--- config.mk ---
export PLATFORM = sky130hd
export DESIGN_NAME = boot_rom_flat
export DESIGN_NICKNAME = d
export VERILOG_FILES = /design/src/verilog/apple1_pkg.sv /design/src/verilog/mem_bus_if.sv /design/src/verilog/boot_rom.sv /design/src/flat_wrapper.sv
export SDC_FILE = /design/constraint.sdc
export NUM_CORES = 2
export LEC_CHECK = 0
export ABC_AREA = 0
export BUFFER_PORTS_ARGS = -buffer_cell sky130_fd_sc_hd__clkbuf_2
export CAP_MARGIN = 20
export CELL_PAD_IN_SITES_DETAIL_PLACEMENT = 1
export CELL_PAD_IN_SITES_GLOBAL_PLACEMENT = 2
export CORE_MARGIN = 4
export CORE_UTILIZATION = 51
export CTS_CLUSTER_DIAMETER = 30
export DETAILED_ROUTE_END_ITERATION = 8
export PLACE_DENSITY_LB_ADDON = 0.1
export SYNTH_ARGS = -nofsm -noshare
export SYNTH_HDL_FRONTEND = slang
export SYNTH_SLANG_ARGS = --single-unit
export TNS_END_PERCENT = 5
--- constraint.sdc ---
create_clock -name sys_clock -period 3.7 [get_ports sys_clock]
set_input_delay 0.74 -clock sys_clock [delete_from_list [all_inputs] [get_ports sys_clock]]
set_output_delay 0.74 -clock sys_clock [all_outputs]
set_load 0.01 [all_outputs]
--- src/verilog/apple1_pkg.sv ---
/*
 * Shared definitions for the Apple-1 memory fabric.
 * Holds the memory map, bus widths, the RAM bank table and the
 * reset hold length. Modules refer to these by scoped names.
 */
`default_nettype none

package apple1_pkg;

	// cpu bus widths
	localparam int ADDR_W = 16;
	localparam int DATA_W = 8;

	typedef logic [ADDR_W-1:0] addr_t;	// 6502 address
	typedef logic [DATA_W-1:0] data_t;	// one byte

	// 4 KiB ram banks
	localparam int BANK_ADDR_W = 12;
	localparam int BANK_PAGE_W = ADDR_W - BANK_ADDR_W;	// 4 bit page number
	localparam int NUM_BANKS = 5;

	// base page of each bank, entry 0 on the right
	// banks 0..3 cover 0x0000-0x3fff, bank 4 holds basic at 0xe000
	localparam logic [NUM_BANKS-1:0][BANK_PAGE_W-1:0] BANK_BASE = {
		4'hE,	// basic
		4'h3,
		4'h2,
		4'h1,
		4'h0
	};

	typedef logic [NUM_BANKS-1:0] bank_sel_t;	// one-hot or empty

	// wozmon page at 0xff00
	localparam int ROM_ADDR_W = 8;
	localparam logic [ADDR_W-ROM_ADDR_W-1:0] ROM_PAGE = 8'hFF;

	// core reset stretch
	localparam int RESET_HOLD = 16;	// cycles after the last cause
	localparam int HOLD_W = $clog2(RESET_HOLD + 1);
	typedef logic [HOLD_W-1:0] hold_cnt_t;
	localparam hold_cnt_t HOLD_LOAD = hold_cnt_t'(RESET_HOLD);

	// what the cpu sees outside the map
	localparam data_t UNMAPPED_DATA = 8'h00;

endpackage

`default_nettype wire

--- src/verilog/mem_bus_if.sv ---
/*
 * One arbitrated memory access per cycle.
 * Driven by the arbiter, consumed by the ram banks, the monitor rom
 * and the read mux. valid marks a cycle that carries an access.
 */
`default_nettype none

interface mem_bus_if;

	logic                   valid;		// access in this cycle
	apple1_pkg::addr_t      addr;
	apple1_pkg::data_t      wdata;
	logic                   we;		// write to a ram bank
	apple1_pkg::bank_sel_t  bank_sel;	// one-hot bank decode
	logic                   rom_sel;	// 0xff00 page hit
	logic                   rom_we;		// download write into rom

	// decoder side
	modport arb (
		output valid, addr, wdata, we, bank_sel, rom_sel, rom_we
	);

	// memories
	modport mem (
		input addr, wdata, we, bank_sel, rom_we
	);

	// read data return path only needs the decode
	modport mux (
		input valid, bank_sel, rom_sel
	);

endinterface

`default_nettype wire

--- src/verilog/boot_rom.sv ---
/*
 * 256 byte monitor page at 0xff00.
 * Loaded only by the download port, cpu writes never reach it.
 * Read data is registered every cycle.
 */
`default_nettype none

module boot_rom (
	input  wire                sys_clock,
	mem_bus_if.mem             bus,
	output apple1_pkg::data_t  rdata
);

	localparam int DEPTH = 2 ** apple1_pkg::ROM_ADDR_W;

	apple1_pkg::data_t                  rom [DEPTH];
	logic [apple1_pkg::ROM_ADDR_W-1:0]  offset;

	assign offset = bus.addr[apple1_pkg::ROM_ADDR_W-1:0];	// low byte

	always_ff @(posedge sys_clock) begin
		if (bus.rom_we)		// download only
			rom[offset] <= bus.wdata;
		rdata <= rom[offset];
	end

endmodule

`default_nettype wire

--- src/flat_wrapper.sv ---
// flat-port wrapper written by rule: the top's interface ports become plain ports
module boot_rom_flat 
  (sys_clock, rdata, bus_addr, bus_wdata, bus_we, bus_bank_sel, bus_rom_we);
  mem_bus_if bus_i ();
  input  wire sys_clock;
  output apple1_pkg::data_t rdata;
  input wire logic [$bits(bus_i.addr)-1:0] bus_addr;
  input wire logic [$bits(bus_i.wdata)-1:0] bus_wdata;
  input wire logic [$bits(bus_i.we)-1:0] bus_we;
  input wire logic [$bits(bus_i.bank_sel)-1:0] bus_bank_sel;
  input wire logic [$bits(bus_i.rom_we)-1:0] bus_rom_we;
  assign bus_i.addr = bus_addr;
  assign bus_i.wdata = bus_wdata;
  assign bus_i.we = bus_we;
  assign bus_i.bank_sel = bus_bank_sel;
  assign bus_i.rom_we = bus_rom_we;
  boot_rom u_core (.sys_clock(sys_clock), .bus(bus_i), .rdata(rdata));
endmodule
# Yosys cells after proc, flatten, opt, wreduce, memory -nomap -nowiden

Memory sizes are Yosys's and may differ from the RTL's. A register that Yosys moved wholly into a read port is not among the register bits.
Cells that the tools add are included.
W data, S select, Z words.

Memories: 1
Register bits: 0
Output and inout port bits: 8
Bits of input ports: 32
Bits in writable memories: 2048
Word-level logic and storage cells: 3

Muxes and demuxes: 2

Memories:

| memory     | words | bits a word | read ports | clocked after memory_dff | wr ports | RTL line       | RTL |
|---|---|---|---|---|---|---|---|
| u_core.rom | 256   | 8           | 1          | 1                        | 1        | boot_rom.sv:16 | `apple1_pkg::data_t rom [DEPTH];` |

Operators with widths:

| cell    | count |
|---|---|
| $mux W1 | 2 |

# Depth between registers and ports, before layout

Word-level depth: 2
Depth in mapped cells: 10
Mapped depth without buffers: 5

# Least setup slack after synthesis

OpenSTA, ideal clock, no wires.

Kind: input port to flip-flop
Start point: input port bus_addr[1]
End point: memory u_core.rom[106][0] in the netlist's numbering (enable)
Library setup time: 370 ps
Arrival: 2579 ps
Setup slack: 750 ps
Cell stages on the path: 8
Data required time: 3330 ps
Path buffers: 5
Cells stage by stage: buf_2 clkbuf_1 buf_2 buf_2 nor2b_1 nand3_1 buf_2 nor2_1

RTL lines:

| element         | RTL line          | RTL |
|---|---|---|
| start, declared | flat_wrapper.sv:7 | `input wire logic [$bits(bus_i.addr)-1:0] bus_addr;` |
| end, declared   | boot_rom.sv:16    |  |

No word-level cell before the write port.

==> flow_summary_export.csv <==
group,metric,value,unit
floorplan,die_w,400,um
detailed_routing,drt-vias-per-instance,6.15,
global_route,met1_usage,37.2,%
clock_tree,cts_tree,"done",
power,ir_drop,0.000591,V
placed_design,dpl.hpwl,126000,um
synthesis,synth_seq_cells,2056,
global_route,gr-max-usage-layer,"met2",
outcome,status,"complete, no violations",
flow_run,drv_cap,0,
power,power,65.4,mW
floorplan,num_rows,143,
final_layout,layout.nets,4267,
synthesis,synth_nets,3579,
detailed_routing,drc,0,
global_route,gr-total-overflow,0,
synthesis,synth_cell_types,22,
setup_path,crit_arrival,3.69,ns
detailed_routing,wl_per_cell,32.1,um
detailed_routing,drtIter0Drc,4354,
sta,fin_ws,0.818,ns
synthesis,synth_seq_area_share,78.6,%
clock_tree,cts.htree.levels,5,
synthesis,ys_warn_count,0,
clock_tree,clk_path_buf_depth,4,
setup_path,crit_type,"in -> reg",
clock_tree,clk_pin_slew,0.05,ns
floorplan,dieArea,160000,um2
global_route,groute.layer.met3.usage,5.92,%
power,power_density,663,nW/um2
sta,worst_slew_pin_slew,0.974,ns
setup_path,cp_max_fo,26,
sta,final.period_utilization,77.9,%
global_route,grt_usage,26.6,%
synthesis,syn_avg_cell_area,22.1,um2
clock_tree,cts_resized,0,
clock_tree,worstSkewPairLatency,0.93,ns
synthesis,synthArstFlopShare,0,%
sta,maxSlewViolCount,0,
hold_path,hold_class,"in -> reg",
clock_tree,numCtsBuffers,415,
global_route,grt_pass1_vias,43800,
detailed_routing,first_pass_iters,6,
floorplan,coreArea,152000,um2
detailed_routing,wirelength,212000,um
clock_tree,clkSinkCount,2056,
final_layout,drive_gt1_share,36.9,%
placed_design,port_buffers,25,
global_route,antenna_found_initial,10,
clock_tree,ctsHoldBuffers,0,
placed_design,routabilityCongestion,0.805,
clock_tree,cts.root.buffer_cell,"clkbuf_16",
detailed_routing,drtAntennaViolNets,0,
final_layout,fillers,12200,
setup_path,crit_required,4.51,ns
floorplan,fp.dieH,400,um
synthesis,ys.flop_type,"edfxtp_1",
clock_tree,post-cts-setup-buffers,0,
synthesis,synth_cells,3547,
global_route,grt_max_degree,99,
sta,relSlewSlack,35.1,%
setup_path,start_kind,"primary input",
floorplan,initial_core_util,51.5,%
global_route,grtUsageMet2,43.2,%
sta,fmax,0.347,GHz
sta,rsz0062_at_grt,"no",
placed_design,pre_cts_ws,-0.0466,ns
sta,finalCriticalPeriod,2.88,ns
final_layout,areaGrowthSynthToFinish,25.6,%
power,leakage,32.2,nW
global_route,grt_pass1_wl,310000,um
floorplan,ioPinCount,40,
synthesis,netlist_area,78500,um2
setup_path,cp-end-kind,"flip-flop",
sta,finalHoldViolations,0,
sta,finalClockSkew,0.0496,ns
detailed_routing,vias,40600,
sta,finalSetupViolations,0,
synthesis,synth_edf_count,2048,
## stage by stage
stage	setup TNS (ns)	area, um2	utilization (%)	cells	hold slack (ns)
after floorplan	0	78500	-	3547	0.819
after global placement	-0.0812	84500	55.4	5848	1.08
after detailed placement	-0.0501	84500	55.4	5848	1.07
after CTS	0	98600	64.7	6599	0.373
after global routing	0	98600	64.7	6599	0.384
final	0	98600	64.7	6601	0.372
## worst paths after layout
check / from / depth (start not counted) / slack, ns / to
worst max-delay path: bus_addr[0] / 9 / 0.82 / u_core.rdata[6]
worst max register to register: u_core.rom[126][6] / 6 / 1.12 / u_core.rdata[6]
worst min-delay path: bus_wdata[4] / 1 / 0.37 / u_core.rom[110][4]
worst min register to register: u_core.rom[28][1] / 6 / 1.08 / u_core.rdata[1]
## flip-flops by register name, indices dropped and copies added, names as in the netlist
register      cells
u_core.rom     2048
u_core.rdata      8
## synth_stat cells (14+ instances only)
cell type,number,area (um2)
a21oi_1,128,641
a22oi_1,256,1920
buf_1,24,90.1
buf_2,42,210
buf_4,15,113
buf_6,14,158
clkbuf_1,137,514
edfxtp_1,2048,61500
mux4_2,512,11500
nand2_1,28,105
nor2_1,232,871
nor3_1,30,150
o41ai_1,32,280
## power by group
| part | internal, mW | total, mW | switching (mW) | leakage (nW) |
|---|---|---|---|---|
| Sequential | 25.7 | 25.8 | 0.0408 | 18.5 |
| Clock | 25.2 | 37.3 | 12.0 | 6.76 |
| Combinational | 0.860 | 2.32 | 1.46 | 6.97 |
## critical path: stages
cell	delay (ns)
buf_8	0.37
buf_12	0.25
buf_12	0.17
mux4_2	0.53
a22oi_1	0.40
a21oi_1	0.21
o41ai_1	0.62
buf_4	0.24
nand4_1	0.09
## layer usage
metal | share of wire, % | vias to the layer above
li1 | - | 16600
met1 | 41 | 22000
met2 | 50 | 1686
met3 | 7.3 | 315
met4 | 2.1 | 6
met5 | 0.017 | -
## cells by family (layout without fill, tap and decap cells)
kind of cell,Yosys count,count (layout),share of synthesized area [%]
simple gates,330,330,1.73
other cells,0,2,0
flops,2056,2056,78.6
compound gates,416,416,3.62
buf+inv,233,1255,1.39
mux,512,512,14.7
## layout by cell type, fill, tap and decap left out, types with 28 or more instances in the layout
| cell | instances |
|---|---|
| clkinv_1 | 50 |
| o41ai_1 | 32 |
| clkbuf_16 | 420 |
| clkinv_4 | 33 |
| clkbuf_1 | 37 |
| a21oi_1 | 128 |
| edfxtp_1 | 2048 |
| a22oi_1 | 256 |
| bufinv_16 | 65 |
| mux4_2 | 512 |
| nor2_1 | 231 |
| buf_12 | 57 |
| clkinv_2 | 63 |
| nand2_1 | 28 |
| clkinvlp_4 | 54 |
| buf_4 | 421 |
| nor3_1 | 30 |
## layout make-up
cell class	instances	area, um2	share of cell area, %
clock buffer	459	10700	10.8
multi-input combinational	1258	15800	16.0
clock inverter	292	3430	3.47
inverter	1	3.75	0.00381
sequential	2056	61700	62.5
tap	2030	2540	2.58
antenna	2	5.00	0.00508
timing repair buffer	503	4520	4.58
Power figures use the tool's default switching activity.
