### config.mk
export PLATFORM = sky130hd
export DESIGN_NAME = bus_arbiter_flat
export DESIGN_NICKNAME = d
export VERILOG_FILES = /design/src/verilog/apple1_pkg.sv /design/src/verilog/mem_bus_if.sv /design/src/verilog/bus_arbiter.sv /design/src/flat_wrapper.sv
export SDC_FILE = /design/constraint.sdc
export NUM_CORES = 1
export LEC_CHECK = 0
export ABC_AREA = 1
export BUFFER_PORTS_ARGS = -buffer_cell sky130_fd_sc_hd__clkbuf_2
export CORE_MARGIN = 1.5
export CORE_UTILIZATION = 30
export DETAILED_ROUTE_END_ITERATION = 6
export PLACE_DENSITY = 0.9
export SLEW_MARGIN = 20
export SYNTH_ARGS = -nofsm -noshare
export SYNTH_HDL_FRONTEND = slang
export SYNTH_SLANG_ARGS = --single-unit
export TNS_END_PERCENT = 30
### constraint.sdc
create_clock -name vclk -period 4.2
set_clock_uncertainty 0.1 [all_clocks]
set_input_delay 1.05 -clock vclk [all_inputs]
set_output_delay 1.05 -clock vclk [all_outputs]
set_load 0.01 [all_outputs]
### src/verilog/apple1_pkg.sv
/*
 * Shared definitions for the Apple-1 memory fabric.
 * Holds the memory map, bus widths, the RAM bank table and the
 * reset hold length. Modules refer to these by scoped names.
 */
`default_nettype none

package apple1_pkg;

	// cpu bus widths
	localparam int ADDR_W = 16;
	localparam int DATA_W = 8;

	typedef logic [ADDR_W-1:0] addr_t;	// 6502 address
	typedef logic [DATA_W-1:0] data_t;	// one byte

	// 4 KiB ram banks
	localparam int BANK_ADDR_W = 12;
	localparam int BANK_PAGE_W = ADDR_W - BANK_ADDR_W;	// 4 bit page number
	localparam int NUM_BANKS = 5;

	// base page of each bank, entry 0 on the right
	// banks 0..3 cover 0x0000-0x3fff, bank 4 holds basic at 0xe000
	localparam logic [NUM_BANKS-1:0][BANK_PAGE_W-1:0] BANK_BASE = {
		4'hE,	// basic
		4'h3,
		4'h2,
		4'h1,
		4'h0
	};

	typedef logic [NUM_BANKS-1:0] bank_sel_t;	// one-hot or empty

	// wozmon page at 0xff00
	localparam int ROM_ADDR_W = 8;
	localparam logic [ADDR_W-ROM_ADDR_W-1:0] ROM_PAGE = 8'hFF;

	// core reset stretch
	localparam int RESET_HOLD = 16;	// cycles after the last cause
	localparam int HOLD_W = $clog2(RESET_HOLD + 1);
	typedef logic [HOLD_W-1:0] hold_cnt_t;
	localparam hold_cnt_t HOLD_LOAD = hold_cnt_t'(RESET_HOLD);

	// what the cpu sees outside the map
	localparam data_t UNMAPPED_DATA = 8'h00;

endpackage

`default_nettype wire

### src/verilog/mem_bus_if.sv
/*
 * One arbitrated memory access per cycle.
 * Driven by the arbiter, consumed by the ram banks, the monitor rom
 * and the read mux. valid marks a cycle that carries an access.
 */
`default_nettype none

interface mem_bus_if;

	logic                   valid;		// access in this cycle
	apple1_pkg::addr_t      addr;
	apple1_pkg::data_t      wdata;
	logic                   we;		// write to a ram bank
	apple1_pkg::bank_sel_t  bank_sel;	// one-hot bank decode
	logic                   rom_sel;	// 0xff00 page hit
	logic                   rom_we;		// download write into rom

	// decoder side
	modport arb (
		output valid, addr, wdata, we, bank_sel, rom_sel, rom_we
	);

	// memories
	modport mem (
		input addr, wdata, we, bank_sel, rom_we
	);

	// read data return path only needs the decode
	modport mux (
		input valid, bank_sel, rom_sel
	);

endinterface

`default_nettype wire

### src/verilog/bus_arbiter.sv
/*
 * Bus arbiter and address decoder.
 * A download write always wins over the cpu in the same cycle and the
 * cpu access is simply dropped. The chosen address is decoded into a
 * one-hot bank select or the monitor page. Purely combinational.
 */
`default_nettype none

module bus_arbiter (
	input  wire                cpu_clken,
	input  apple1_pkg::addr_t  cpu_addr,
	input  apple1_pkg::data_t  cpu_wdata,
	input  wire                cpu_we,
	input  wire                dl_active,
	input  wire                dl_wr,
	input  apple1_pkg::addr_t  dl_addr,
	input  apple1_pkg::data_t  dl_data,
	mem_bus_if.arb             bus,
	output logic               led
);

	logic                   dl_hit;		// download write this cycle
	logic                   access;
	logic                   wr;
	apple1_pkg::addr_t      addr;
	apple1_pkg::bank_sel_t  bank_hit;
	logic                   rom_hit;

	assign dl_hit = dl_active & dl_wr;
	assign access = dl_hit | cpu_clken;	// cpu only counts on its enable

	// source select, download first
	assign addr = dl_hit ? dl_addr : cpu_addr;
	assign wr   = dl_hit | cpu_we;

	// page compare against the bank table
	always_comb begin
		for (int i = 0; i < apple1_pkg::NUM_BANKS; i++) begin
			bank_hit[i] = access &&
				(addr[apple1_pkg::ADDR_W-1:apple1_pkg::BANK_ADDR_W] ==
				 apple1_pkg::BANK_BASE[i]);
		end
	end

	assign rom_hit = access &&
		(addr[apple1_pkg::ADDR_W-1:apple1_pkg::ROM_ADDR_W] == apple1_pkg::ROM_PAGE);

	assign bus.valid    = access;
	assign bus.addr     = addr;
	assign bus.wdata    = dl_hit ? dl_data : cpu_wdata;
	assign bus.bank_sel = bank_hit;
	assign bus.rom_sel  = rom_hit;
	assign bus.we       = wr & (|bank_hit);	// bank writes only
	assign bus.rom_we   = dl_hit & rom_hit;	// cpu cannot touch the rom

	// active low, lit while downloading bytes
	assign led = ~dl_hit;

endmodule

`default_nettype wire

### src/flat_wrapper.sv
// flat-port wrapper written by rule: the top's interface ports become plain ports
module bus_arbiter_flat 
  (cpu_clken, cpu_addr, cpu_wdata, cpu_we, dl_active, dl_wr, dl_addr, dl_data, led, bus_valid, bus_addr, bus_wdata, bus_we, bus_bank_sel, bus_rom_sel, bus_rom_we);
  mem_bus_if bus_i ();
  input  wire cpu_clken;
  input  apple1_pkg::addr_t cpu_addr;
  input  apple1_pkg::data_t cpu_wdata;
  input  wire cpu_we;
  input  wire dl_active;
  input  wire dl_wr;
  input  apple1_pkg::addr_t dl_addr;
  input  apple1_pkg::data_t dl_data;
  output logic led;
  output wire logic [$bits(bus_i.valid)-1:0] bus_valid;
  output wire logic [$bits(bus_i.addr)-1:0] bus_addr;
  output wire logic [$bits(bus_i.wdata)-1:0] bus_wdata;
  output wire logic [$bits(bus_i.we)-1:0] bus_we;
  output wire logic [$bits(bus_i.bank_sel)-1:0] bus_bank_sel;
  output wire logic [$bits(bus_i.rom_sel)-1:0] bus_rom_sel;
  output wire logic [$bits(bus_i.rom_we)-1:0] bus_rom_we;
  assign bus_valid = bus_i.valid;
  assign bus_addr = bus_i.addr;
  assign bus_wdata = bus_i.wdata;
  assign bus_we = bus_i.we;
  assign bus_bank_sel = bus_i.bank_sel;
  assign bus_rom_sel = bus_i.rom_sel;
  assign bus_rom_we = bus_i.rom_we;
  bus_arbiter u_core (.cpu_clken(cpu_clken), .cpu_addr(cpu_addr), .cpu_wdata(cpu_wdata), .cpu_we(cpu_we), .dl_active(dl_active), .dl_wr(dl_wr), .dl_addr(dl_addr), .dl_data(dl_data), .bus(bus_i), .led(led));
endmodule
Yosys cells after proc, flatten, opt, wreduce, memory -nomap -nowiden

Cells that the tools add are included.

Equal/unequal tests: 5
Muxes and demuxes: 2
Reductions and logical operators: 8
Bitwise logic cells: 6

Operators with widths:

| cell                                                                   | number |
|---|---|
| 16-bit 2-to-1 mux                                                      | 1 |
| 4-bit by 2-bit equality test with 1-bit output (second input constant) | 2 |
| 8-bit equality test (second input constant)                            | 1 |
| 8-bit 2-to-1 mux                                                       | 1 |
| 1-bit logical AND                                                      | 6 |
| 5-bit OR reduction                                                     | 1 |
| 4-bit by 1-bit equality test with 1-bit output (second input constant) | 1 |
| 4-bit equality test (second input constant)                            | 1 |
| 4-bit zero test                                                        | 1 |
| 1-bit bitwise AND                                                      | 3 |
| 1-bit bitwise OR                                                       | 2 |
| 1-bit inverter                                                         | 1 |

Word-level logic and storage cells: 21
Bits in registers: 0
Output and inout port bits: 34
Input bits: 52

Logic depth before layout (Yosys ltp)

Depth after elaboration: 6
Gate-level depth with buffers: 9
Gate-level depth less buffers: 8

Least setup slack after synthesis

Ideal clock, no wire load.

Path type: input-to-output
Start: in dl_active
End: out bus_bank_sel[0]
Path slack: 1.202 ns
Stages: 6
Required time: 3.050 ns
Data arrival time: 1.848 ns
Path buffers: 1
Cells stage by stage: nand2_2 -> buf_6 -> nand2_1 -> o21ai_1 -> nand3_1 -> nor3_1

Cells in the longest elaborated chain, start to end: 4
Elaborated cells between the ends (all ways): 5
Classes of those cells: mux: 1; bitwise: 2; reduce/logical: 2

Ends and longest elaborated chain:

| element               | line               | text |
|---|---|---|
| start, declared       | flat_wrapper.sv:9  | `input wire dl_active;` |
| 1-bit bitwise AND (*) | bus_arbiter.sv:29  | `assign dl_hit = dl_active & dl_wr;` |
| 16-bit 2-to-1 mux     | bus_arbiter.sv:33  | `assign addr = dl_hit ? dl_addr : cpu_addr;` |
| 4-bit zero test       | bus_arbiter.sv:40  | `(addr[apple1_pkg::ADDR_W-1:apple1_pkg::BANK_ADDR_W] ==` |
| 1-bit logical AND (*) | bus_arbiter.sv:39  | `bank_hit[i] = access &&` |
| end, declared         | flat_wrapper.sv:18 | `output wire logic [$bits(bus_i.bank_sel)-1:0] bus_bank_sel;` |

Mark *: on every way between the ends. The rest lies on a longest branch, timed or not.

Final worst setup path

Start: in dl_active
End: out bus_rom_sel

Cells in the longest elaborated chain, start to end: 4
Elaborated cells between the ends (all ways): 5
Classes of those cells: eq/ne: 1; mux: 1; bitwise: 2; reduce/logical: 1

Ends and longest elaborated chain:

| element               | line               | text |
|---|---|---|
| 1-bit bitwise AND (*) | bus_arbiter.sv:29  |  |
| 16-bit 2-to-1 mux     | bus_arbiter.sv:33  |  |
| 8-bit equality test   | bus_arbiter.sv:46  | `(addr[apple1_pkg::ADDR_W-1:apple1_pkg::ROM_ADDR_W] == apple1_pkg::ROM_PAGE);` |
| 1-bit logical AND (*) | bus_arbiter.sv:45  | `assign rom_hit = access &&` |
| end, declared         | flat_wrapper.sv:19 | `output wire logic [$bits(bus_i.rom_sel)-1:0] bus_rom_sel;` |

Marked as above.

==> flow_summary.ini <==
[logic_synthesis]
synth.most_common_cell = nand2_1
synth_common_cells = nand2_1 (74), nor2_1 (7), nand3_1 (6)
ys_warn_count = 0
postSynthCellCount = 112
synth_top_area_cell = nand2_1
ys_seq_area_share_pct = 0
synth.avg_cell_area_um2 = 4.29
synth_cell_type_count = 13
syn_nets = 164
yosysTopAreaCellShare_pct = 57.8
synthesis.area_um2 = 480
netlist_top_cells_area = nand2_1 (58%), nand2_2 (6.5%), nand3_1 (6.3%)

[route]
vias = 923
drt_pass1_iterations = 3
ant_nets = 0
drc_errors = 0
vias_per_cell = 4.40
drt-wirelength-per-cell_um = 8.15
drt_iter0_markers = 4
wirelength_um = 1710

[sta]
period_minus_slack_ns = 3.68
finalSetupTns_ns = 0
timing.fmax_mhz = 272
setup_viol = 0
slew_headroom_pct = 78.8
tightestPinTransition_ns = 0.316
slew_violations = 0
hold_viol_final = 0
rsz0062_at_grt = false
period_share_pct = 87.6

[floorplanning]
start_util_pct = 31.9
fp.coreArea_mm2 = 0.00151
pin_count = 86
die_area_mm2 = 0.00185
die_h_um = 43.0
rows = 14
die_w_um = 43.0

[layout]
nets = 248
final_area_um2 = 901
drive_gt1_share_pct = 49.5
synthToLayoutAreaGrowth_pct = 87.5
nFillCells = 166
multiInputGateArea_um2 = 419
seqCellArea_um2 = 0
diodes = 0
seq_cell_count = 0
clkbuf_count = 0

[cts]
ctsResizeCount = 0
post_cts_buffers = 0
cts_hold_buf = 0

[critical_path]
cp_slowest_cell = clkinv_2
path_class = input pin to output port
crit_required_ns = 3.05
path_cells = clkbuf_2, nand2_2, clkinv_2, nor2_1, inv_1, nand2_1, nor2_1, nand2_1, inv_1, clkbuf_2
critical_path_buf_inv_count = 5
cp.arrival_ns = 2.53
crit_path_max_fanout = 22
crit_path_end_kind = output port
critPathTopFamily = buffers and inverters
cp-start-kind = input pin
max_stage_delay_ns = 0.34

[power]
power.density_mw_per_mm2 = 109
ir_drop_uv = 66.1
p_leak_nw = 0.660
power_mw = 0.0983

[placed_design]
postPlaceCellArea_um2 = 901
io_buffer_count = 86
hpwl_um = 1500
gp_congestion = 0.794

[grt]
grt_pass1_vias = 687
overflow = 0
grtUsageTotal_pct = 16.7
grt_start_max_net_pins = 23
antenna_found_initial = 0
grt_pass1_wl_um = 2630

[outcome]
run_status = finished clean

[min_path]
hold_path.class = input pin to output port

[flow_run]
cap_violations = 0
[stage by stage]
step                util (%)  cells  hold WS (ns)  setup slack [ns]
floorplan                  -    112          2.11              1.20
global placement        59.8    210          2.28             0.571
detailed placement      59.8    210          2.28             0.512
CTS                     59.8    210          2.28             0.505
global route            59.8    210          2.30             0.332
finish                  59.8    210          2.28             0.521
[kinds of logic after synthesis]
group           Yosys count  synth area share [%]
simple gates             96                  80.5
buf+inv                  11                  12.8
compound gates            5                  6.77
[cell usage in the layout (no fill, tap or decap)]
cell      instances
o21ai_1           1
nand3_1           6
nor3_1            3
nor2_2            1
nand2_2           5
nand2_1          74
a21oi_1           2
clkinv_2          1
o21ai_2           2
nor2_1            7
clkbuf_2         86
inv_1             5
buf_4             1
[path summary, 6_finish.rpt]
kind	start	slack (ns)	to	cells after the start
worst max-delay path	dl_active	0.52	bus_rom_sel	10
worst min-delay path	dl_data[3]	2.28	bus_wdata[3]	4
[layer usage]
layer / wire (um) / track usage, % / up-vias
li1: - / - / 507
met3: 172 / 1.28 / 0
met2: 853 / 33.3 / 44
met4: 0 / 0 / 0
met1: 685 / 20.3 / 372
met5: 0 / 0 / -
[power by group]
group          switching, mW  internal [mW]
Combinational         0.0534         0.0449
Sequential                 0              0
Clock                      0              0
Total                 0.0534         0.0449
[layout make-up]
cell class / instances / share of cell area (%)
repair buffers: 87 / 48.6
multi-input cells: 101 / 46.5
well taps: 16 / 2.22
inverters: 6 / 2.64
No activity file was read; power rests on OpenSTA's default activity.
