$ cat src/verilog/apple1_pkg.sv
/*
 * Shared definitions for the Apple-1 memory fabric.
 * Holds the memory map, bus widths, the RAM bank table and the
 * reset hold length. Modules refer to these by scoped names.
 */
`default_nettype none

package apple1_pkg;

	// cpu bus widths
	localparam int ADDR_W = 16;
	localparam int DATA_W = 8;

	typedef logic [ADDR_W-1:0] addr_t;	// 6502 address
	typedef logic [DATA_W-1:0] data_t;	// one byte

	// 4 KiB ram banks
	localparam int BANK_ADDR_W = 12;
	localparam int BANK_PAGE_W = ADDR_W - BANK_ADDR_W;	// 4 bit page number
	localparam int NUM_BANKS = 5;

	// base page of each bank, entry 0 on the right
	// banks 0..3 cover 0x0000-0x3fff, bank 4 holds basic at 0xe000
	localparam logic [NUM_BANKS-1:0][BANK_PAGE_W-1:0] BANK_BASE = {
		4'hE,	// basic
		4'h3,
		4'h2,
		4'h1,
		4'h0
	};

	typedef logic [NUM_BANKS-1:0] bank_sel_t;	// one-hot or empty

	// wozmon page at 0xff00
	localparam int ROM_ADDR_W = 8;
	localparam logic [ADDR_W-ROM_ADDR_W-1:0] ROM_PAGE = 8'hFF;

	// core reset stretch
	localparam int RESET_HOLD = 16;	// cycles after the last cause
	localparam int HOLD_W = $clog2(RESET_HOLD + 1);
	typedef logic [HOLD_W-1:0] hold_cnt_t;
	localparam hold_cnt_t HOLD_LOAD = hold_cnt_t'(RESET_HOLD);

	// what the cpu sees outside the map
	localparam data_t UNMAPPED_DATA = 8'h00;

endpackage

`default_nettype wire

$ cat src/verilog/reset_ctrl.sv
/*
 * Core reset conditioning.
 * Merges the system reset, the menu reset, the reset button and the
 * rising edge of the keyboard reset key, then stretches the result
 * for RESET_HOLD cycles after the last cause has gone.
 */
`default_nettype none

module reset_ctrl (
	input  wire  sys_clock,
	input  wire  reset,		// stands in for lost pll lock
	input  wire  menu_reset,
	input  wire  reset_button,
	input  wire  reset_key,
	output logic core_reset
);

	logic                   key_q;		// last sample of the key
	logic                   key_edge;
	logic                   cause;
	apple1_pkg::hold_cnt_t  hold_cnt;

	// only the press counts, a held key would lock the machine in reset
	assign key_edge = reset_key & ~key_q;
	assign cause = menu_reset | reset_button | key_edge;

	always_ff @(posedge sys_clock) begin
		if (reset) begin
			key_q    <= 1'b0;
			hold_cnt <= apple1_pkg::HOLD_LOAD;	// reset itself is a cause
		end else begin
			key_q <= reset_key;
			if (cause)
				hold_cnt <= apple1_pkg::HOLD_LOAD;	// reload on every cause
			else if (hold_cnt != '0)
				hold_cnt <= hold_cnt - 1'b1;
		end
	end

	// high while the counter runs
	assign core_reset = (hold_cnt != '0);

endmodule

`default_nettype wire

$ cat config.mk
export PLATFORM = sky130hd
export DESIGN_NAME = reset_ctrl
export DESIGN_NICKNAME = d
export VERILOG_FILES = /design/src/verilog/apple1_pkg.sv /design/src/verilog/reset_ctrl.sv
export SDC_FILE = /design/constraint.sdc
export NUM_CORES = 1
export LEC_CHECK = 0
export BUFFER_PORTS_ARGS = -buffer_cell sky130_fd_sc_hd__buf_4
export CAP_MARGIN = 20
export CORE_AREA = 4 4 41 43
export DETAILED_ROUTE_END_ITERATION = 8
export DIE_AREA = 0 0 45 47
export GPL_ROUTABILITY_DRIVEN = 0
export PLACE_DENSITY = 0.37
export SYNTH_ARGS = -nofsm -noshare
export SYNTH_HDL_FRONTEND = slang
export SYNTH_SLANG_ARGS = --single-unit
$ cat constraint.sdc
create_clock -name sys_clock -period 1.7 [get_ports sys_clock]
set_input_delay 0.17 -clock sys_clock [delete_from_list [all_inputs] [get_ports sys_clock]]
set_output_delay 0.17 -clock sys_clock [all_outputs]
set_load 0.02 [all_outputs]
======== Yosys cells after proc, flatten, opt, wreduce, memory -nomap -nowiden ========
Index checks and enable logic that the tools add are counted.
operators by class
  bitwise logic cells ..................... 4
  reductions and logical operators ........ 2
  add/subtract/negate cells ............... 1
operators by type and width
  operator                                           number
  nonzero test 5 bit                                 1
  subtractor 5 x 1 -> 5 bit (second input constant)  1
  OR 1 bit                                           2
  OR reduction 2 bit                                 1
  AND 1 bit                                          1
  NOT 1 bit                                          1
word-level totals
  output and inout bits ................... 1
  bits of input ports ..................... 5
  flip-flop bits (word level) ............. 6

======== Longest topological paths before layout ========
Gate-level depths: netlist of run 1.
  depth in word-level cells ............... 4
  depth in mapped cells ................... 6
  mapped depth without buffers ............ 6

======== Worst setup path after synthesis of run 1 ========
Ideal clock, no wire load.
  path type ............................... register to register
  start point ............................. reg hold_cnt[0]
  end point ............................... reg hold_cnt[1]
  library setup time ...................... 0.142 ns
  clock period less this slack ............ 1.246 ns
  setup slack ............................. 0.454 ns
  arrival ................................. 1.104 ns
  buffers on the path ..................... 0
  required time ........................... 1.558 ns
  stages on the path, launching flop included .. 7
  cell sequence ........................... dfxtp_1 -> inv_1 -> ha_1 -> nor4b_4 -> inv_2 -> nor2_1 -> a211oi_2
on the way
  word-level cells in the longest chain between the ends .. 1
  elaborated cells between the ends (all ways) .. 2
  those cells by class .................... add/sub: 1; reduce/logical: 1
RTL lines
  what                    line              RTL
  from (decl)             reset_ctrl.sv:21  apple1_pkg::hold_cnt_t hold_cnt;
  from (signal assigned)  reset_ctrl.sv:30  hold_cnt <= apple1_pkg::HOLD_LOAD;
  from (signal assigned)  reset_ctrl.sv:34  hold_cnt <= apple1_pkg::HOLD_LOAD;
  from (signal assigned)  reset_ctrl.sv:36  hold_cnt <= hold_cnt - 1'b1;
  nonzero test 5 bit      --
  named net core_reset    reset_ctrl.sv:15  output logic core_reset
The timed path passes the listed nets, and every way through them passes these cells.
A chain may end at the register's enable or synchronous reset.

======== Worst setup path in the final report of run 1 ========
  start point ............................. reg hold_cnt[0]
  end point ............................... out core_reset
on the way
  word-level cells in the longest chain between the ends .. 1
RTL lines
  what                line              RTL
  nonzero test 5 bit  reset_ctrl.sv:41  assign core_reset = (hold_cnt != '0);
  to (decl)           reset_ctrl.sv:15
No other way between the ends.

==> results of run 1 <==
==> cells by family (layout without fill, tap and decap cells) <==
kind of cell | after synthesis | after routing | synth area share [%]
adders and majority gates | 2 | 2 | 8.77
AOI/OAI and AO/OA | 3 | 3 | 9.21
xor gates and xnor gates | 2 | 2 | 6.14
buffers and inverters | 4 | 12 | 5.26
and+or+nand+nor | 14 | 14 | 28.5
DFF | 6 | 6 | 42.1
==> cell type report <==
class                           instances  share of cell area [%]
Multi-Input combinational cell         21                    41.2
Sequential cell                         6                    33.0
Timing Repair Buffer                    5                    10.3
Clock buffer                            3                    6.19
Tap cell                               15                    5.15
Inverter                                4                    4.12
==> routing by layer <==
| metal | share of wire (%) | wire length, µm | GRT usage, % | vias up |
|---|---|---|---|---|
| met2 | 46 | 218 | 8.19 | 6 |
| met1 | 42 | 197 | 5.00 | 98 |
| met4 | 5.7 | 27 | 8.77 | 0 |
| met3 | 5.7 | 27 | 3.45 | 4 |
| met5 | 0 | 0 | 0 | - |
| li1 | - | - | - | 119 |
==> power by group <==
group / switching (mW) / internal (mW)
combinational: 0.0155 / 0.0197
sequential: 0.00508 / 0.147
clock: 0.0443 / 0.0794
==> synthesized netlist by cell type, drive strengths merged <==
cell	count
dfxtp	6
a211oi	1
and3	1
ha	2
o21ai	1
nor2	6
nor4b	1
nor3	5
xnor2	2
nand2	1
a211o	1
inv	4
==> worst max-delay path: cells and delay by family, from the launching register on <==
family	cells	cell delay (ns)
adders and majority gates	1	0.18
buffers and inverters	3	0.37
DFF	1	0.31
and+or+nand+nor	1	0.29
==> final timing paths <==
kind	start	to	cells after the start
min	reset	key_q$_SDFF_PP0_	2
max	hold_cnt[0]$_SDFFE_PP0P_	core_reset	5
min reg2reg	hold_cnt[0]$_SDFFE_PP0P_	hold_cnt[0]$_SDFFE_PP0P_	2
max reg2reg	hold_cnt[0]$_SDFFE_PP0P_	hold_cnt[1]$_SDFFE_PP0P_	6
==> state kept, by name, indices dropped and copies added (netlist names) <==
signal	count
hold_cnt	5
key_q	1
==> impl_metrics.yaml, run 1 <==
placement:
  postPlaceCellArea_um2: 342
  dp_hpwl_um: 403
  pre_cts_ws_ns: 0.389
  dp.cells: 51
  numPortBuffers: 5
final_layout:
  regArea_um2: 120
  diodes: 0
  fin_util_pct: 28.0
  multi_input_area_um2: 150
  layout-drive-gt1-share_pct: 28.2
  fillCellCount: 150
  mostFrequentLayoutCells: "nor2_1 (6), dfxtp_1 (6), nor3_1 (5), buf_4 (5)"
  synthToLayoutAreaGrowth_pct: 27.6
  stdcell_count: 54
  layout.nets: 48
  design_area_um2: 364
synthesis:
  synth-seq-cells: 6
  synth_fp_nets: 38
  ys.warnings.count: 0
  yosysSeqAreaShare_pct: 42.1
  yosysTopAreaCellShare_pct: 42.1
  synth_area_um2: 285
  synthTopCellsByArea: "dfxtp_1 (42%), ha_1 (8.8%), nor3_1 (8.8%)"
  yosys.cell_types.count: 13
  syn_inst: 31
  yosys.area.top_type: "dfxtp_1"
  avgSynthCellArea_um2: 9.20
worst_setup_path:
  crit_path_end_kind: "output pin"
  slowest_delay_ns: 0.31
  critPathKind: "register to output pin"
  rrSetupSlack_ns: 0.41
  path_max_fanout: 4
  cp.arrival_ns: 1.38
  cp.required_ns: 1.53
  path_cells: "inv_1, ha_1, nor4b_4, inv_2, buf_4"
  worst_setup_path_start_kind: "register"
  slowest_stage: "dfxtp_1"
cts:
  cts_buffers: 3
  ctsResizeCount: 0
  path_clk_slew_ns: 0.04
  clk_latency_ns: 0.24
  cts-htree-levels: 1
  root_buffer: "clkbuf_4"
  clkSinkCount: 6
  clockBufferDepth: 2
  cts_tree: "yes"
  post_cts_buffers: 0
  holdBufCountCts: 0
timing:
  slew_headroom_pct: 57.7
  drv_slew: 0
  period_needed_ns: 1.55
  max_slew.worst_pin.slew_ns: 0.628
  rsz0062_at_grt: "no"
  setup_viol_count_final: 0
  fin_ws_ns: 0.146
  finalHoldViolCount: 0
  timing.fmax_mhz: 644
  period_share_pct: 91.4
  holdWs_ns: 0.0881
  fin_skew_ns: 0.000661
  finalSetupTns_ns: 0
die:
  dieHeight_um: 47
  start_util_pct: 21.9
  rows: 13
  die_w_um: 45
  core_mm2: 0.00130
  dieArea_mm2: 0.00212
  ios: 6
drt:
  drt_first_pass_iters: 3
  final_antenna_net_count: 0
  dr_total_vias: 227
  drt-total-wl_um: 471
  drc: 0
  routedWlPerCell_um: 8.72
  drtIter0Drc: 1
  avgViaCountPerCell: 4.20
global_route:
  grt_antenna_before_repair: 0
  grt_overflow: 0
  grt_pass1_wl_um: 779
  grt_pass1_vias: 208
  grt.total_usage_pct: 5.92
  grt_max_degree: 6
pwr:
  ir_worst_vdd_v: 0.000386
  power.total_mw: 0.311
  power.density_mw_per_mm2: 854
  p_leak_nw: 0.160
job:
  maxCapViolations: 0
hold_path:
  min_path_type: "input port to register"
outcome:
  outcome: "complete, no violations"
Note: power is estimated with default switching activity, not from simulation.
==> run 2, diff against run 1 <==
--- a/config.mk
+++ b/config.mk
@@ -7,9 +7,9 @@
 export LEC_CHECK = 0
 export BUFFER_PORTS_ARGS = -buffer_cell sky130_fd_sc_hd__buf_4
 export CAP_MARGIN = 20
-export CORE_AREA = 4 4 41 43
+export CORE_AREA = 2 2 39 41
 export DETAILED_ROUTE_END_ITERATION = 8
-export DIE_AREA = 0 0 45 47
+export DIE_AREA = 0 0 41 43
 export GPL_ROUTABILITY_DRIVEN = 0
 export PLACE_DENSITY = 0.37
 export SYNTH_ARGS = -nofsm -noshare
==> impl_metrics.yaml, run 2 (synthesized netlist as in run 1, its figures left out) <==
die:
  rows: 14
  ios: 6
  die_w_um: 41
  start_util_pct: 20.6
  dieHeight_um: 43
  dieArea_mm2: 0.00176
  core_mm2: 0.00138
cts:
  path_clk_slew_ns: 0.04
  post_cts_buffers: 0
  cts_buffers: 3
  clk_latency_ns: 0.24
  ctsResizeCount: 0
  cts_tree: "yes"
  holdBufCountCts: 0
  root_buffer: "clkbuf_4"
  cts-htree-levels: 1
  clockBufferDepth: 2
  clkSinkCount: 6
final_layout:
  layout.nets: 48
  mostFrequentLayoutCells: "nor2_1 (6), dfxtp_1 (6), nor3_1 (5), buf_4 (5)"
  diodes: 0
  top_regs: "hold_cnt (5), key_q (1)"
  synthToLayoutAreaGrowth_pct: 28.1
  largest_reg_flops: 5
  fin_util_pct: 26.4
  fillCellCount: 154
  layout-drive-gt1-share_pct: 28.2
  largest_register: "hold_cnt"
timing:
  fin_skew_ns: 0.00154
  rsz0062_at_grt: "no"
  max_slew.worst_pin.slew_ns: 0.620
  drv_slew: 0
  period_needed_ns: 1.57
  slew_headroom_pct: 58.3
  fin_ws_ns: 0.128
  finalHoldViolCount: 0
  period_share_pct: 92.5
  setup_viol_count_final: 0
  finalSetupTns_ns: 0
  timing.fmax_mhz: 636
global_route:
  grt_pass1_vias: 212
  met1_usage_pct: 7.79
  grt_max_degree: 6
  met2_usage_pct: 10.6
  grt_antenna_before_repair: 0
  top_usage_layer: "met2"
  grt_pass1_wl_um: 821
  grt_overflow: 0
  grt.total_usage_pct: 7.65
  grt_use_met3_pct: 1.57
pwr:
  ir_worst_vdd_v: 0.000352
  p_leak_nw: 0.160
  power.density_mw_per_mm2: 864
worst_setup_path:
  crit_path_end_kind: "output pin"
  path_max_fanout: 4
  cp.required_ns: 1.53
  worst_setup_path_start_kind: "register"
  cp.arrival_ns: 1.40
  critPathKind: "register to output pin"
  rrSetupSlack_ns: 0.40
job:
  maxCapViolations: 0
drt:
  drtIter0Drc: 0
  final_antenna_net_count: 0
  drt-total-wl_um: 521
  routedWlPerCell_um: 9.47
  dr_total_vias: 223
  drc: 0
  avgViaCountPerCell: 4.05
  drt_first_pass_iters: 1
placement:
  pre_cts_ws_ns: 0.373
  numPortBuffers: 5
  dp_hpwl_um: 435
hold_path:
  min_path_type: "input port to register"
outcome:
  outcome: "complete, no violations"
-- run 2: cell counts in the layout (fill, tap and decap cells not counted) --
Identical to the previous run, type by type.
-- run 2: worst paths after layout --
path | start | to | depth (start not counted)
worst max register to register | hold_cnt[0]$_SDFFE_PP0P_ | hold_cnt[1]$_SDFFE_PP0P_ | 6
worst min register to register | hold_cnt[0]$_SDFFE_PP0P_ | hold_cnt[0]$_SDFFE_PP0P_ | 2
worst max-delay path | hold_cnt[0]$_SDFFE_PP0P_ | core_reset | 5
worst min-delay path | reset | key_q$_SDFF_PP0_ | 2
-- run 2: where the power goes --
group,internal (mW),leakage (nW),switching [mW]
Clock,0.0796,0.0138,0.0478
Sequential,0.147,0.0491,0.00541
Combinational,0.0198,0.0968,0.0162
Total,0.246,0.160,0.0694
-- run 2: final cells by class --
type | instances | area (µm²) | area share [%]
inverter | 4 | 15.0 | 4.11
timing repair buffer | 5 | 37.5 | 10.3
tap | 16 | 20.0 | 5.48
sequential | 6 | 120 | 32.9
multi-input combinational | 21 | 150 | 41.1
clock buffer | 3 | 22.5 | 6.16
-- run 2: metal layers --
layer | wire, µm | vias to the layer above | share of wire [%]
met5 | 0 | - | 0
met1 | 222 | 95 | 43
met2 | 264 | 4 | 51
li1 | - | 120 | -
met3 | 11 | 4 | 2.1
met4 | 23 | 0 | 4.4
-- run 2: per-stage QoR --
step                      instance area (µm²)  power (mW)  std cells  hold WS [ns]
after floorplan                           285       0.178         31         0.237
after detailed placement                  343       0.191         52         0.340
after CTS                                 365       0.323         55        0.0847
final                                     365       0.316         55        0.0900
after global placement                    343       0.190         52         0.332
after global routing                      365       0.332         55        0.0933
-- run 2: critical path, stage by stage (launching register included) --
cell and delay [ns]:
dfxtp_1 0.32, inv_1 0.10, ha_1 0.18, nor4b_4 0.30, inv_2 0.10, buf_4 0.17
